### src/logic/audio_pkg.sv
////////////////////
// Audio output package
// Register map, control bits and gain constants
////////////////////

package audio_pkg;

    // Host register port
    localparam int CFG_DW = 8;

    typedef logic [1:0] cfg_addr_t;

    // Volume code, gain is code / 8
    typedef logic [3:0] vol_t;

    // Register addresses, address 3 is unused
    localparam cfg_addr_t CFG_CTRL  = 2'd0;
    localparam cfg_addr_t CFG_VOL_L = 2'd1;
    localparam cfg_addr_t CFG_VOL_R = 2'd2;

    // Control register layout
    localparam int CTRL_W      = 3;
    localparam int CTRL_SIGNED = 0;
    localparam int CTRL_STEREO = 1;
    localparam int CTRL_MUTE   = 2;

    // Signed stereo game, not muted
    localparam logic [CTRL_W-1:0] CTRL_RESET = 3'b011;

    // Gain arithmetic
    localparam int GAIN_SHIFT = 3;

    // Code 8 passes samples unchanged
    localparam vol_t UNITY_VOL = 4'd8;

endpackage

### src/logic/audio_cfg_regs.sv
////////////////////
// Audio configuration registers
// Control and per-channel volume, host writable with read-back
////////////////////

module audio_cfg_regs (
    input  logic                         sample,
    input  logic                         rst_n,
    input  logic                         cfg_we,
    input  audio_pkg::cfg_addr_t         cfg_addr,
    input  logic [audio_pkg::CFG_DW-1:0] cfg_wdata,
    output logic [audio_pkg::CFG_DW-1:0] cfg_rdata,
    output logic                         snd_signed,
    output logic                         stereo,
    output logic                         mute,
    output audio_pkg::vol_t              vol_left,
    output audio_pkg::vol_t              vol_right
);

    import audio_pkg::*;

    localparam int VOL_W = $bits(vol_t);

    logic [CTRL_W-1:0] ctrl;
    vol_t              vol_l_q;
    vol_t              vol_r_q;

    // Register writes, unused address drops the data
    always_ff @(posedge sample or negedge rst_n) begin
        if (!rst_n) begin
            ctrl    <= CTRL_RESET;
            vol_l_q <= UNITY_VOL;
            vol_r_q <= UNITY_VOL;
        end else if (cfg_we) begin
            case (cfg_addr)
                CFG_CTRL: begin
                    ctrl <= cfg_wdata[CTRL_W-1:0];
                end
                CFG_VOL_L: begin
                    vol_l_q <= cfg_wdata[VOL_W-1:0];
                end
                CFG_VOL_R: begin
                    vol_r_q <= cfg_wdata[VOL_W-1:0];
                end
                default: begin
                end
            endcase
        end
    end

    // Read-back mux, zero extended
    always_comb begin
        case (cfg_addr)
            CFG_CTRL: begin
                cfg_rdata = CFG_DW'(ctrl);
            end
            CFG_VOL_L: begin
                cfg_rdata = CFG_DW'(vol_l_q);
            end
            CFG_VOL_R: begin
                cfg_rdata = CFG_DW'(vol_r_q);
            end
            default: begin
                cfg_rdata = '0;
            end
        endcase
    end

    // Steering outputs for the sample path
    assign snd_signed = ctrl[CTRL_SIGNED];
    assign stereo     = ctrl[CTRL_STEREO];
    assign mute       = ctrl[CTRL_MUTE];
    assign vol_left   = vol_l_q;
    assign vol_right  = vol_r_q;

endmodule

### src/logic/audio_gain.sv
////////////////////
// Audio gain stage
// Volume scaling with saturation and mute
////////////////////

module audio_gain #(
    parameter int SND_W = 16
) (
    input  logic                    sample,
    input  logic                    rst_n,
    input  logic                    in_valid,
    input  logic signed [SND_W-1:0] in_sample,
    input  audio_pkg::vol_t         vol,
    input  logic                    mute,
    output logic                    out_valid,
    output logic signed [SND_W-1:0] out_level
);

    import audio_pkg::*;

    // Room for the full product of sample and volume code
    localparam int PW = SND_W + $bits(vol_t) + 1;

    logic signed [PW-1:0]    prod;
    logic signed [PW-1:0]    scaled;
    logic        [PW-SND_W:0] top_bits;
    logic signed [SND_W-1:0] clamped;

    // Volume code is unsigned, keep it positive
    assign prod   = in_sample * $signed({1'b0, vol});
    assign scaled = prod >>> GAIN_SHIFT;

    // Fits when everything above the sign bit repeats it
    assign top_bits = scaled[PW-1:SND_W-1];

    always_comb begin
        if (top_bits == '0 || top_bits == '1) begin
            clamped = scaled[SND_W-1:0];
        end else if (scaled[PW-1]) begin
            // Negative overflow
            clamped = {1'b1, {(SND_W-1){1'b0}}};
        end else begin
            clamped = {1'b0, {(SND_W-1){1'b1}}};
        end
    end

    // Level holds between valid pulses
    always_ff @(posedge sample or negedge rst_n) begin
        if (!rst_n) begin
            out_valid <= 1'b0;
            out_level <= '0;
        end else begin
            out_valid <= in_valid;
            if (in_valid) begin
                out_level <= mute ? '0 : clamped;
            end
        end
    end

endmodule

### src/logic/audio_out_top.sv
////////////////////
// Audio output stage
// Registers, sample latch, gain and sigma-delta pins
////////////////////

module audio_out_top #(
    parameter int SND_W = 16
) (
    input  logic                         sample,
    input  logic                         rst_n,
    input  logic                         snd_stb,
    input  logic                         cfg_we,
    input  logic        [SND_W-1:0]      snd_left,
    input  logic        [SND_W-1:0]      snd_right,
    input  audio_pkg::cfg_addr_t         cfg_addr,
    input  logic [audio_pkg::CFG_DW-1:0] cfg_wdata,
    output logic [audio_pkg::CFG_DW-1:0] cfg_rdata,
    output logic                         level_valid,
    output logic signed [SND_W-1:0]      level_left,
    output logic signed [SND_W-1:0]      level_right,
    output logic                         audio_l,
    output logic                         audio_r
);

    import audio_pkg::*;

    // Register block outputs
    logic snd_signed;
    logic stereo;
    logic mute;
    vol_t vol_left;
    vol_t vol_right;

    // Latched samples
    logic                    lat_valid;
    logic signed [SND_W-1:0] lat_left;
    logic signed [SND_W-1:0] lat_right;

    audio_cfg_regs u_regs (
        .sample     ( sample     ),
        .rst_n      ( rst_n      ),
        .cfg_we     ( cfg_we     ),
        .cfg_addr   ( cfg_addr   ),
        .cfg_wdata  ( cfg_wdata  ),
        .cfg_rdata  ( cfg_rdata  ),
        .snd_signed ( snd_signed ),
        .stereo     ( stereo     ),
        .mute       ( mute       ),
        .vol_left   ( vol_left   ),
        .vol_right  ( vol_right  )
    );

    audio_sample_latch #(
        .SND_W ( SND_W )
    ) u_latch (
        .sample     ( sample     ),
        .rst_n      ( rst_n      ),
        .snd_stb    ( snd_stb    ),
        .snd_signed ( snd_signed ),
        .stereo     ( stereo     ),
        .snd_left   ( snd_left   ),
        .snd_right  ( snd_right  ),
        .lat_valid  ( lat_valid  ),
        .lat_left   ( lat_left   ),
        .lat_right  ( lat_right  )
    );

    // Both channels share timing, left valid drives the output
    audio_gain #(
        .SND_W ( SND_W )
    ) u_gain_l (
        .sample    ( sample      ),
        .rst_n     ( rst_n       ),
        .in_valid  ( lat_valid   ),
        .in_sample ( lat_left    ),
        .vol       ( vol_left    ),
        .mute      ( mute        ),
        .out_valid ( level_valid ),
        .out_level ( level_left  )
    );

    audio_gain #(
        .SND_W ( SND_W )
    ) u_gain_r (
        .sample    ( sample      ),
        .rst_n     ( rst_n       ),
        .in_valid  ( lat_valid   ),
        .in_sample ( lat_right   ),
        .vol       ( vol_right   ),
        .mute      ( mute        ),
        .out_valid (             ),
        .out_level ( level_right )
    );

    // One-bit pins
    audio_sd_dac #(
        .SND_W ( SND_W )
    ) u_dac_l (
        .sample  ( sample      ),
        .rst_n   ( rst_n       ),
        .load    ( level_valid ),
        .level   ( level_left  ),
        .dac_out ( audio_l     )
    );

    audio_sd_dac #(
        .SND_W ( SND_W )
    ) u_dac_r (
        .sample  ( sample      ),
        .rst_n   ( rst_n       ),
        .load    ( level_valid ),
        .level   ( level_right ),
        .dac_out ( audio_r     )
    );

endmodule

### src/logic/audio_sample_latch.sv
////////////////////
// Game sample latch
// Captures samples on snd_stb, mono copy and sign fix
////////////////////

module audio_sample_latch #(
    parameter int SND_W = 16
) (
    input  logic                    sample,
    input  logic                    rst_n,
    input  logic                    snd_stb,
    input  logic                    snd_signed,
    input  logic                    stereo,
    input  logic        [SND_W-1:0] snd_left,
    input  logic        [SND_W-1:0] snd_right,
    output logic                    lat_valid,
    output logic signed [SND_W-1:0] lat_left,
    output logic signed [SND_W-1:0] lat_right
);

    logic [SND_W-1:0] src_right;
    logic [SND_W-1:0] cnv_left;
    logic [SND_W-1:0] cnv_right;
    logic             msb_flip;

    // Mono games only drive the left channel
    assign src_right = stereo ? snd_right : snd_left;

    // Unsigned to two's complement is an MSB flip
    assign msb_flip  = ~snd_signed;
    assign cnv_left  = {snd_left[SND_W-1] ^ msb_flip, snd_left[SND_W-2:0]};
    assign cnv_right = {src_right[SND_W-1] ^ msb_flip, src_right[SND_W-2:0]};

    // Valid follows the strobe by one cycle
    always_ff @(posedge sample or negedge rst_n) begin
        if (!rst_n) begin
            lat_valid <= 1'b0;
        end else begin
            lat_valid <= snd_stb;
        end
    end

    // Sample payload
    always_ff @(posedge sample) begin
        if (snd_stb) begin
            lat_left  <= $signed(cnv_left);
            lat_right <= $signed(cnv_right);
        end
    end

endmodule

### src/logic/audio_sd_dac.sv
////////////////////
// Sigma-delta DAC
// First-order modulator for a one-bit audio pin
////////////////////

module audio_sd_dac #(
    parameter int SND_W = 16
) (
    input  logic                    sample,
    input  logic                    rst_n,
    input  logic                    load,
    input  logic signed [SND_W-1:0] level,
    output logic                    dac_out
);

    logic signed [SND_W-1:0] held;
    logic        [SND_W-1:0] held_ob;
    logic        [SND_W-1:0] acc;
    logic        [SND_W:0]   acc_sum;

    // Offset binary, so full negative scale gives no ones
    assign held_ob = {~held[SND_W-1], held[SND_W-2:0]};

    // Carry is the density bit
    assign acc_sum = {1'b0, acc} + {1'b0, held_ob};

    always_ff @(posedge sample or negedge rst_n) begin
        if (!rst_n) begin
            held    <= '0;
            acc     <= '0;
            dac_out <= 1'b0;
        end else begin
            if (load) begin
                held <= level;
            end
            acc     <= acc_sum[SND_W-1:0];
            dac_out <= acc_sum[SND_W];
        end
    end

endmodule

### config.mk
export PLATFORM = sky130hd
export DESIGN_NAME = audio_out_top
export DESIGN_NICKNAME = d
export VERILOG_FILES = /design/src/logic/audio_pkg.sv /design/src/logic/audio_cfg_regs.sv /design/src/logic/audio_gain.sv /design/src/logic/audio_out_top.sv /design/src/logic/audio_sample_latch.sv /design/src/logic/audio_sd_dac.sv
export SDC_FILE = /design/constraint.sdc
export NUM_CORES = 1
export LEC_CHECK = 0
export BUFFER_PORTS_ARGS = -buffer_cell sky130_fd_sc_hd__buf_2
export CAP_MARGIN = 20
export CELL_PAD_IN_SITES_DETAIL_PLACEMENT = 1
export CELL_PAD_IN_SITES_GLOBAL_PLACEMENT = 1
export CORE_MARGIN = 2
export CORE_UTILIZATION = 52
export CTS_CLUSTER_SIZE = 14
export DETAILED_ROUTE_END_ITERATION = 10
export PLACE_DENSITY_LB_ADDON = 0.1
export SETUP_SLACK_MARGIN = 0.1
export SYNTH_ARGS = -nofsm -noshare
export SYNTH_HDL_FRONTEND = slang
export SYNTH_SLANG_ARGS = --single-unit
### constraint.sdc
create_clock -name sample -period 15.38 [get_ports sample]
set_input_delay 1.538 -clock sample [delete_from_list [all_inputs] [get_ports sample]]
set_output_delay 1.538 -clock sample [all_outputs]
set_load 0.005 [all_outputs]
# Word level (Yosys, flattened, before mapping)
# Index checks and enable logic that the tools add are counted.
dict set report op_classes {
  n_mux 8
  addsub 2
  mul 2
  n_eq_ne 4
  n_reduce_logical 8
  n_bitwise 5
}
# cell n
set ops {}
lappend ops {{16-bit two-way mux} 7}
lappend ops {{16-bit by 5-bit multiplier with 21-bit output} 2}
lappend ops {{16-bit by 16-bit adder with 17-bit output} 2}
lappend ops {{6-bit == test (second input constant)} 2}
lappend ops {{6-bit zero test} 2}
lappend ops {{4-bit case mux with 3 select lines} 1}
lappend ops {{2-bit AND reduction} 3}
lappend ops {{1-bit inverter} 3}
lappend ops {{2-bit by 1-bit == test with 1-bit output (second input constant)} 1}
lappend ops {{2-bit == test (second input constant)} 1}
lappend ops {{2-bit zero test} 1}
lappend ops {{1-bit logical OR} 2}
lappend ops {{1-bit bitwise XOR} 2}
dict set report totals {
  reg_bits 143
  in_bits 46
  wordCells 44
}

# Depth between registers and ports, before layout
# Gate-level depths: netlist of run 1.
dict set report depth {
  depth_word 5
  mapped_depth 18
}

# By module
# Synthesis of run 1 repeated with hierarchy kept, for this count alone.
dict set report unflattened {
  hier_cells 1131
  hier_area_um2 11820.1
}
# mod seq_area_each_um2 instances area_each_um2 cells_each
set modules_own_cells {}
lappend modules_own_cells {{audio_gain (u_gain_l)} 425.4 1 3293.2 383}
lappend modules_own_cells {{audio_gain (u_gain_r)} 425.4 1 3143.0 349}
lappend modules_own_cells {{audio_sd_dac (u_dac_l)} 825.8 1 1770.4 153}
lappend modules_own_cells {{audio_sd_dac (u_dac_r)} 825.8 1 1752.9 153}
lappend modules_own_cells {audio_sample_latch 985.9 1 1251.2 53}
lappend modules_own_cells {audio_cfg_regs 280.3 1 609.3 40}

# Least setup slack after synthesis of run 1
# OpenSTA, ideal clock, no wires.
dict set report synth_path {
  path_type {register to register}
  start {register u_regs.vol_l_q[3] (netlist: u_regs.vol_left[3])}
  end {register u_gain_l.out_level[14]}
  n_path_buf 1
  slack_ns 10.507
  stages_incl_launch_ff 17
  arrival_ns 4.746
  cell_sequence {dfstp_2 -> clkbuf_1 -> and2_1 -> ha_1 -> fa_1 -> inv_1 -> fa_1 -> inv_1 -> ha_1 -> and3_4 -> a221oi_2 -> o211ai_4 -> a211o_4 -> xnor2_1 -> or4_1 -> o21a_1 -> o32a_1}
}
dict set report synth_between {
  elab_chain_len 5
  word_cells_on_any_way 7
  classes_between {mul: 1; eq/ne: 1; mux: 3; reduce/logical: 2}
}
# element line_no
set synth_lines {}
lappend synth_lines {{from (decl)} audio_cfg_regs.sv:25} ;# vol_t vol_l_q;
lappend synth_lines {{from (signal assigned)} audio_cfg_regs.sv:40} ;# vol_l_q <= cfg_wdata[VOL_W-1:0];
lappend synth_lines {{16-bit by 5-bit multiplier with 21-bit output (*)} audio_gain.sv:30} ;# assign prod = in_sample * $signed({1'b0, vol});
lappend synth_lines {{6-bit == test or 6-bit zero test (tied branches)} audio_gain.sv:37} ;# if (top_bits == '0 || top_bits == '1) begin
lappend synth_lines {{1-bit logical OR} audio_gain.sv:37}
lappend synth_lines {{16-bit two-way mux (*)} audio_gain.sv:37}
lappend synth_lines {{16-bit two-way mux (*)} audio_gain.sv:55} ;# out_level <= mute ? '0 : clamped;
lappend synth_lines {{to (signal assigned)} audio_gain.sv:55}
lappend synth_lines {{to (decl)} audio_gain.sv:16} ;# output logic signed [SND_W-1:0] out_level
# Mark *: on every way between the ends. The rest lies on a longest branch, timed or not.
# A chain may end at the register's enable or synchronous reset.

# Worst setup path after layout of run 1
# Ends and elaborated chain as after synthesis.

==> flow_metrics.tcl, run 1 <==
set metrics [dict create \
    status "completed" \
    ys_top_cells_by_count "183 x inv_1, 108 x ha_1, 107 x dfrtp_1" \
    dieArea_um2 22920 \
    root_buffer "clkbuf_16" \
    cts_resized 0 \
    relSlewSlack_pct 36.45 \
    worstHoldStart "u_dac_r.acc[0]$_DFF_PN0_" \
    place_congestion 0.8189 \
    synth_cells 1116 \
    antenna_left 0 \
    worst_slew_pin_slew_ps 947.0 \
    required_ps 15700 \
    synth_area_um2 11300 \
    fin_crit_sh_pct 34.04 \
    startpoint_type "flip-flop" \
    critPathKind "reg -> reg" \
    drt-initial-drc-count 241 \
    leakage_nw 6.128 \
    antenna_found_initial 0 \
    hold_viol 0 \
    die_w_um 151.4 \
    setup_viol 0 \
    htree_num_levels 4 \
    worstSetupStartpoint "u_regs.vol_left[3]$_DFFE_PN1P_" \
    fin_ws_ps 10140 \
    place_ws_ps 10140 \
    wirelength_mm 27.39 \
    clkSlewWorstSetupHoldPaths_ps 70 \
    grt_first_pass_wirelength_mm 44.79 \
    synth.avg_cell_area_um2 10.12 \
    numPortBuffers 80 \
    yosysMostFrequentCell "inv_1" \
    fill_cells 2349 \
    synth_edf_count 32 \
    hold_ws_ps 495.2 \
    first_pass_iters 7 \
    global_route.overflow_total 0 \
    tns_ps 0 \
    synth.distinct_cells 74 \
    cap_violations 0 \
    grt_max_degree 75 \
    crit_path_max_fanout 18 \
    cts_tree "done" \
    grt_setup_unrepaired "false" \
    cp_cell_sequence "and2_1 > ha_1 > fa_1 > inv_1 > fa_1 > inv_1 > ha_1 > and3_4 > a221oi_2 > o211ai_4 > a211o_4 > xnor2_1 > or4_1 > o21a_1 > o32a_1" \
    hp-class "reg -> reg" \
    synth_top_area_share_pct 23.70 \
    crit_arrival_ps 5560 \
    num_io_pins 89 \
    clock_path_buffers 2 \
    dp_hpwl_mm 20.97 \
    dpl_cell_area_um2 11920 \
    r2r-start "u_regs.vol_left[3]$_DFFE_PN1P_" \
    diodes 0 \
    ys.flop_type "dfrtp_1" \
    grt_pass1_vias 8710 \
    die_h_um 151.4 \
    numCtsBuffers 17 \
    insertion_delay_ps 440 \
    fin_crit_ps 5236 \
    powerDensity_nw_per_um2 225.7 \
    synth_area_leader_cell "dfrtp_1" \
    fin_area_um2 12520 \
    skew_ps 15.03 \
    synth_seq_cells 143 \
    drcViolationCount 0 \
    fin_nets 1412 \
    viasPerCell 5.487 \
    wire_per_inst_um 18.53 \
    max_stage_delay_ps 720 \
    layout-drive-gt1-share_pct 15.71 \
    r2r_setup_slack_ps 10140 \
    area_growth_pct 10.81 \
    synth_area_leaders "dfrtp_1 24%, fa_1 12%, ha_1 12%" \
    cts.sinks 143 \
    core_area_um2 21150 \
    cts_setup_buffers 0 \
    slew_viol_final 0 \
    ys.warnings.count 0 \
    grt_use_total_pct 25.33 \
    fp-row-count 53 \
    postSynth.asyncResetShare_pct 77.62 \
    start_util_pct 53.41 \
    yosysSeqAreaShare_pct 33.13 \
    vdd_drop_max_mv 0.08146 \
    crit_buf_inv 2 \
    vias 8110 \
    hold_buffers 0 \
    crit_family "adder cells" \
    cp_slowest_cell "dfstp_2" \
    critPathCaptureType "flip-flop" \
    fmax_mhz 191.0 \
]
## layer usage
metal | track usage (%) | vias up | wire length (µm)
li1 | - | 3890 | -
met1 | 33.06 | 4073 | 12730
met2 | 44.05 | 118 | 13570
met3 | 4.127 | 29 | 715
met4 | 6.262 | 0 | 378
met5 | 0 | - | 0
## state kept, by name, summed over array words and instances (netlist names), 3 cells and up
signal	count
u_dac_l.acc	16
u_dac_l.held	16
u_dac_r.acc	16
u_dac_r.held	16
u_gain_l.out_level	16
u_gain_r.out_level	16
u_latch.lat_left	16
u_latch.lat_right	16
u_regs.vol_left	4
u_regs.vol_right	4
u_regs.ctrl	3
## worst paths after layout
check | to | depth (start not counted)
max | u_gain_l.out_level[14]$_DFFE_PN0P_ | 15
min | u_dac_r.acc[0]$_DFF_PN0_ | 1
max reg2reg | u_gain_l.out_level[14]$_DFFE_PN0P_ | 15
min reg2reg | u_dac_r.acc[0]$_DFF_PN0_ | 1
max in group asynchronous | u_dac_r.held[12]$_DFFE_PN0P_ | 2
min in group asynchronous | u_dac_l.dac_out$_DFF_PN0_ | 1
## worst register-to-register path, stage by stage (launching register included)
cell      delay [ps]
dfstp_2          720
and2_1           180
ha_1             240
fa_1             540
inv_1             50
fa_1             560
inv_1             70
ha_1             360
and3_4           220
a221oi_2         440
o211ai_4         190
a211o_4          370
xnor2_1          180
or4_1            530
o21a_1           120
o32a_1           340
## through the flow
step / util, % / std cells / power (mW)
after floorplan: - / 1119 / 1.945
after global placement: 56.36 / 1446 / 2.288
after detailed placement: 56.36 / 1446 / 2.383
after CTS: 59.18 / 1478 / 2.846
after global routing: 59.18 / 1478 / 3.089
final: 59.18 / 1478 / 2.825
## area by class of cell
cell class,count,area (µm²),area share [%]
Multi-Input combinational cell,761,6723,53.70
Timing Repair Buffer,82,417.9,3.338
Clock inverter,13,142.6,1.139
Clock buffer,19,454.2,3.628
Sequential cell,143,3744,29.90
Inverter,185,694.4,5.547
Tap cell,275,344.1,2.748
## cell families (layout without fill, tap and decap cells)
family | count (synthesis) | count (layout) | synth area share, %
AND/OR/NAND/NOR | 276 | 276 | 12.68
buffers and inverters | 215 | 299 | 7.464
AO/OA/AOI/OAI | 187 | 187 | 12.00
adder cells (fa/ha/maj) | 176 | 176 | 24.01
flip-flops | 143 | 143 | 33.13
XOR/XNOR | 60 | 60 | 4.939
multiplexers | 58 | 58 | 5.736
other | 1 | 4 | 0.03319
## report_power, final
group	switching [mW]	total [mW]	internal (mW)
registers	0.120	0.671	0.551
logic	0.960	1.72	0.765
clock network	0.190	0.430	0.239
## cell usage in the layout (no fill, tap or decap), drive strengths merged, types with 9 or more instances in the layout
| cell | count |
|---|---|
| nand3 | 17 |
| dfrtp | 107 |
| nand2 | 69 |
| buf | 82 |
| xor2 | 18 |
| clkbuf | 19 |
| nor2 | 45 |
| o21a | 12 |
| inv | 192 |
| o211ai | 10 |
| o21ai | 41 |
| edfxtp | 32 |
| and3 | 9 |
| a221o | 13 |
| ha | 108 |
| o221ai | 16 |
| fa | 68 |
| nor3 | 11 |
| xnor2 | 41 |
| and2 | 100 |
| mux2 | 54 |
| a21oi | 37 |
Note: power is estimated with default switching activity, not from simulation.
==> run 2, diff against run 1 <==
Settings changed: CORE_UTILIZATION 52 to 49.
Clock period 15.38 ns to 5.1 ns, I/O delays scaled along.
==> run 2 against run 1 <==
Net effect: global-route usage fell by 3.3 points; sequential power rose to 3.0 times the previous value; clock skew fell by 5.7 ps; die area rose by 6.0%; highest routed layer unchanged; clock-buffer cell count rose by 2; critical path depth rose by 1; clock power rose to 2.8 times the previous value; wire length fell by 6.4%; final cell count rose by 1.8%; critical path type unchanged; fmax rose by 7.4%; combinational power rose to 3.1 times the previous value.
==> flow_metrics.tcl, run 2 (synthesized netlist as in run 1, its figures left out) <==
set metrics [dict create \
    cap_violations 0 \
    drcViolationCount 0 \
    cts_tree "done" \
    grt_max_degree 77 \
    final_common_cell "inv_1" \
    fmax_mhz 205.1 \
    grt_pass1_vias 8344 \
    hold_viol 0 \
    cp_cell_sequence "buf_4 > and2_1 > ha_1 > fa_1 > inv_1 > fa_1 > inv_1 > ha_2 > and3_4 > a221oi_4 > o211ai_4 > a211o_4 > xnor2_1 > or4_1 > o21a_1 > o32a_1" \
    die_h_um 155.9 \
    grt_first_pass_wirelength_mm 42.55 \
    numPortBuffers 80 \
    htree_num_levels 4 \
    viasPerCell 5.323 \
    startpoint_type "flip-flop" \
    cp_slowest_cell "dfstp_2" \
    max_stage_delay_ps 570 \
    skew_ps 9.335 \
    worstRegToRegCells 16 \
    diodes 0 \
    start_util_pct 49.90 \
    num_io_pins 89 \
    drt-initial-drc-count 253 \
    hp-class "in -> async" \
    tns_ps 0 \
    critPathCaptureType "flip-flop" \
    reg2reg_to "u_gain_l.out_level[14]$_DFFE_PN0P_" \
    die_w_um 155.9 \
    critPathKind "reg -> reg" \
    powerDensity_nw_per_um2 671.1 \
    antenna_found_initial 0 \
    r2r-start "u_regs.vol_left[3]$_DFFE_PN1P_" \
    vdd_drop_max_mv 0.2285 \
    worst_slew_pin_slew_ps 973.5 \
    fin_nets 1429 \
    hold_buffers 0 \
    first_pass_iters 4 \
    hold_ws_ps 215.3 \
    wirelength_mm 25.65 \
    core_area_um2 22640 \
    slew_viol_final 0 \
    setup_viol 0 \
    cts.sinks 143 \
    insertion_delay_ps 430 \
    clock_path_buffers 2 \
    layout-drive-gt1-share_pct 17.62 \
    fin_util_pct 56.28 \
    fin_ws_ps 223.5 \
    leakage_nw 6.202 \
    layout_common_cells "183 x inv_1, 105 x dfrtp_1, 103 x ha_1" \
    crit_family "adder cells" \
    crit_arrival_ps 5190 \
    area_growth_pct 12.77 \
    status "completed" \
    relSlewSlack_pct 35.10 \
    global_route.overflow_total 0 \
    grt_use_total_pct 21.99 \
    clkSlewWorstSetupHoldPaths_ps 70 \
    dp_hpwl_mm 19.61 \
    root_buffer "clkbuf_16" \
    grt_setup_unrepaired "false" \
    required_ps 5410 \
    place_congestion 0.8397 \
    vias 8011 \
    fin_crit_ps 4877 \
    numCtsBuffers 17 \
    dieArea_um2 24290 \
    fp-row-count 55 \
    total_power_mw 8.551 \
    r2r_setup_slack_ps 220 \
    crit_path_max_fanout 6 \
    wire_per_inst_um 17.04 \
    crit_buf_inv 3 \
    fin_crit_sh_pct 95.62 \
    antenna_left 0 \
    place_ws_ps 83.85 \
]
run 2: cell types whose count changed in the layout (fill, tap and decap cells not counted), moves of 3 or more:
cell   change
inv_8      -3
buf_4     +15
ha_1       -5
ha_2       +3
run 2: final cells by class:
cell class / count / area [µm²]
fill: 2518 / 9899
multi-input combinational: 761 / 6812
sequential: 143 / 3750
inverter: 185 / 694.4
timing repair buffer: 99 / 570.5
clock buffer: 21 / 450.4
tap: 285 / 356.6
clock inverter: 11 / 107.6
run 2: how the worst max path moves through the flow:
stage	startpoint	to	depth (start not counted)
6_report	u_regs.vol_left[3]$_DFFE_PN1P_	u_gain_l.out_level[14]$_DFFE_PN0P_	16
5_1_grt	u_latch.lat_left[4]$_DFFE_PP_	u_gain_l.out_level[14]$_DFFE_PN0P_	15
4_1_cts	u_regs.vol_left[3]$_DFFE_PN1P_	u_gain_l.out_level[14]$_DFFE_PN0P_	15
3_5_place_dp	u_regs.vol_right[2]$_DFFE_PN0P_	u_gain_r.out_level[0]$_DFFE_PN0P_	15
3_3_place_gp	u_regs.vol_right[3]$_DFFE_PN1P_	u_gain_r.out_level[13]$_DFFE_PN0P_	15
2_1_floorplan	u_regs.vol_left[3]$_DFFE_PN1P_	u_gain_l.out_level[14]$_DFFE_PN0P_	16
run 2: what timing repair did:
item	4_1_cts	5_1_grt
endpoints found under the setup margin	16	24
resized for setup	3	16
hold endpoints to repair	0	0
setup buffers	2	8
pin swaps	0	2
run 2: layer usage:
layer	global-route usage [%]	vias to the layer above	part of all wire, %	wire length, µm
met2	35.90	101	46	11870
met5	0	-	0	0
met4	4.762	0	1.1	284
met3	2.944	18	2.3	601
li1	-	3934	-	-
met1	31.47	3958	50	12890
run 2: power by group:
group          switching (mW)  internal (mW)  leakage, nW  total [mW]
clock network           0.517          0.690        0.270        1.21
registers               0.339           1.66         1.65        2.00
logic                    2.91           2.43         4.28        5.34
run 2: per-stage QoR:
stage	area (µm²)	instances
2_1_floorplan	11310	1119
3_5_place_dp	11990	1463
3_3_place_gp	11990	1463
4_1_cts	12580	1497
6_report	12740	1505
5_1_grt	12740	1505
==> run 3, diff against run 2 <==
Settings changed: CORE_ASPECT_RATIO set to 0.7, CORE_UTILIZATION 49 to 50, CTS_BUF_LIST set to sky130_fd_sc_hd__clkbuf_8.
==> run 3 against run 2 <==
Net effect: critical path depth unchanged; final cell count decreased by 0.13%; clock power fell by 20%; first-iteration DRC count is 34% higher; worst hold slack worse by 150 ps; largest power group unchanged; highest routed layer unchanged.
==> flow_metrics.tcl, run 3 (synthesized netlist as in run 1, its figures left out) <==
set metrics [dict create \
    crit_arrival_ps 5250 \
    global_route.overflow_total 0 \
    dp_hpwl_mm 21.45 \
    layout-drive-gt1-share_pct 18.10 \
    antenna_left 0 \
    htree_num_levels 4 \
    hp-class "in -> async" \
    fill_cells 2466 \
    max_stage_delay_ps 570 \
    startpoint_type "flip-flop" \
    die_h_um 129.8 \
    core_area_um2 21900 \
    die_w_um 183.7 \
    register_area_um2 3750 \
    cts_tree "done" \
    status "completed" \
    numPortBuffers 80 \
    drcViolationCount 0 \
    insertion_delay_ps 480 \
    reg2reg_to "u_gain_l.out_level[14]$_DFFE_PN0P_" \
    cap_violations 0 \
    worst_slew_pin_slew_ps 769.0 \
    fin_util_pct 57.55 \
    setup_viol 0 \
    wire_per_inst_um 18.09 \
    grt_first_pass_wirelength_mm 44.17 \
    fin_nets 1430 \
    num_io_pins 89 \
    r2r-start "u_regs.vol_left[3]$_DFFE_PN1P_" \
    tns_ps 0 \
    grt_setup_unrepaired "false" \
    relSlewSlack_pct 48.06 \
    critPathCaptureType "flip-flop" \
    area_growth_pct 11.56 \
    clock_path_buffers 2 \
    cp_cell_sequence "buf_4 > and2_1 > ha_1 > fa_1 > inv_1 > fa_1 > inv_1 > ha_2 > and3_4 > a221oi_4 > o211ai_4 > a211o_4 > xnor2_2 > or4_1 > o21a_1 > o32a_1" \
    skew_ps 18.82 \
    hold_viol 0 \
    start_util_pct 51.59 \
    r2r_setup_slack_ps 230 \
    fmax_mhz 205.5 \
    viasPerCell 5.411 \
    first_pass_iters 5 \
    wirelength_mm 27.19 \
    grt_use_total_pct 23.97 \
    leakage_nw 6.142 \
    drt-initial-drc-count 339 \
    final_common_cell "inv_1" \
    slew_viol_final 0 \
    critPathKind "reg -> reg" \
    powerDensity_nw_per_um2 671.5 \
    vdd_drop_max_mv 0.2692 \
    layout_common_cells "183 x inv_1, 105 x dfrtp_1, 100 x ha_1" \
    grt_pass1_vias 8346 \
    numCtsBuffers 17 \
    cp_slowest_cell "fa_1" \
    multi_input_area_um2 6830 \
    fp-row-count 45 \
    dieArea_um2 23830 \
    hold_ws_ps 63.96 \
    cts.sinks 143 \
    diodes 0 \
    fin_crit_ps 4865 \
    antenna_found_initial 0 \
    grt_max_degree 61 \
    required_ps 5480 \
    hold_buffers 0 \
    crit_path_max_fanout 6 \
    root_buffer "clkbuf_8" \
    clkSlewWorstSetupHoldPaths_ps 100 \
    worstRegToRegCells 16 \
    fin_crit_sh_pct 95.39 \
    place_congestion 0.8392 \
    vias 8133 \
]
==> run 3: changes by cell type in the layout (fill, tap and decap cells not counted), moves of 3 or more <==
| cell | change |
|---|---|
| clkbuf_16 | -17 |
| clkbuf_8 | +17 |
| inv_8 | +4 |
| clkbuf_1 | -3 |
| ha_1 | -3 |
| inv_6 | +3 |
==> run 3: timing repair <==
item	in CTS	in global routing
pin swaps	0	4
resized for setup	6	14
setup endpoints to repair	1	25
gates cloned	0	0
buffers inserted	4	6
==> run 3: power breakdown <==
part | internal (mW) | switching [mW] | total (mW)
registers | 1.66 | 0.346 | 2.01
logic | 2.48 | 3.01 | 5.49
clock network | 0.428 | 0.541 | 0.969
total | 4.57 | 3.90 | 8.46
==> run 3: worst max-delay path by stage <==
stage | slack (ps) | start | end
2_1_floorplan | 230 | u_regs.vol_left[3]$_DFFE_PN1P_ | u_gain_l.out_level[14]$_DFFE_PN0P_
3_3_place_gp | 140 | u_regs.vol_left[2]$_DFFE_PN0P_ | u_gain_l.out_level[14]$_DFFE_PN0P_
3_5_place_dp | 20 | u_regs.vol_left[2]$_DFFE_PN0P_ | u_gain_l.out_level[14]$_DFFE_PN0P_
4_1_cts | 120 | u_regs.vol_left[3]$_DFFE_PN1P_ | u_gain_l.out_level[14]$_DFFE_PN0P_
5_1_grt | 110 | u_regs.vol_left[3]$_DFFE_PN1P_ | u_gain_l.out_level[14]$_DFFE_PN0P_
6_report | 230 | u_regs.vol_left[3]$_DFFE_PN1P_ | u_gain_l.out_level[14]$_DFFE_PN0P_
==> run 3: cell type report <==
cell class | instances | area share (%)
well taps | 282 | 2.799
repair buffers | 100 | 4.487
multi-input cells | 761 | 54.19
clock buffers | 18 | 1.965
flip-flops and latches | 143 | 29.75
inverters | 185 | 5.509
clock inverters | 14 | 1.300
==> run 3: worst max-delay path: cells and delay by family (launching register included) <==
family	cells	cell delay, ps
fa+ha+maj	4	1670
compound gates	5	1280
simple gates	3	880
flops	1	540
buf+inv	3	260
xor+xnor	1	160
==> run 3: stage by stage <==
| stage | cell area (µm²) | power (mW) | worst slack [ps] | instances |
|---|---|---|---|---|
| floorplan | 11310 | 5.866 | 227.5 | 1119 |
| global placement | 11990 | 7.008 | 143.6 | 1461 |
| detailed placement | 11990 | 7.270 | 15.96 | 1461 |
| CTS | 12460 | 8.323 | 116.1 | 1497 |
| global route | 12600 | 9.260 | 108.4 | 1503 |
| finish | 12600 | 8.464 | 235.0 | 1503 |
==> run 3: per-layer routing <==
metal  track usage, %  vias to the layer above  share of wire, %
met5                0                        -                 0
met4            5.365                        0               1.2
met3            4.298                       28               3.1
met2            35.58                      130                42
met1            36.64                     4041                53
li1                 -                     3934                 -
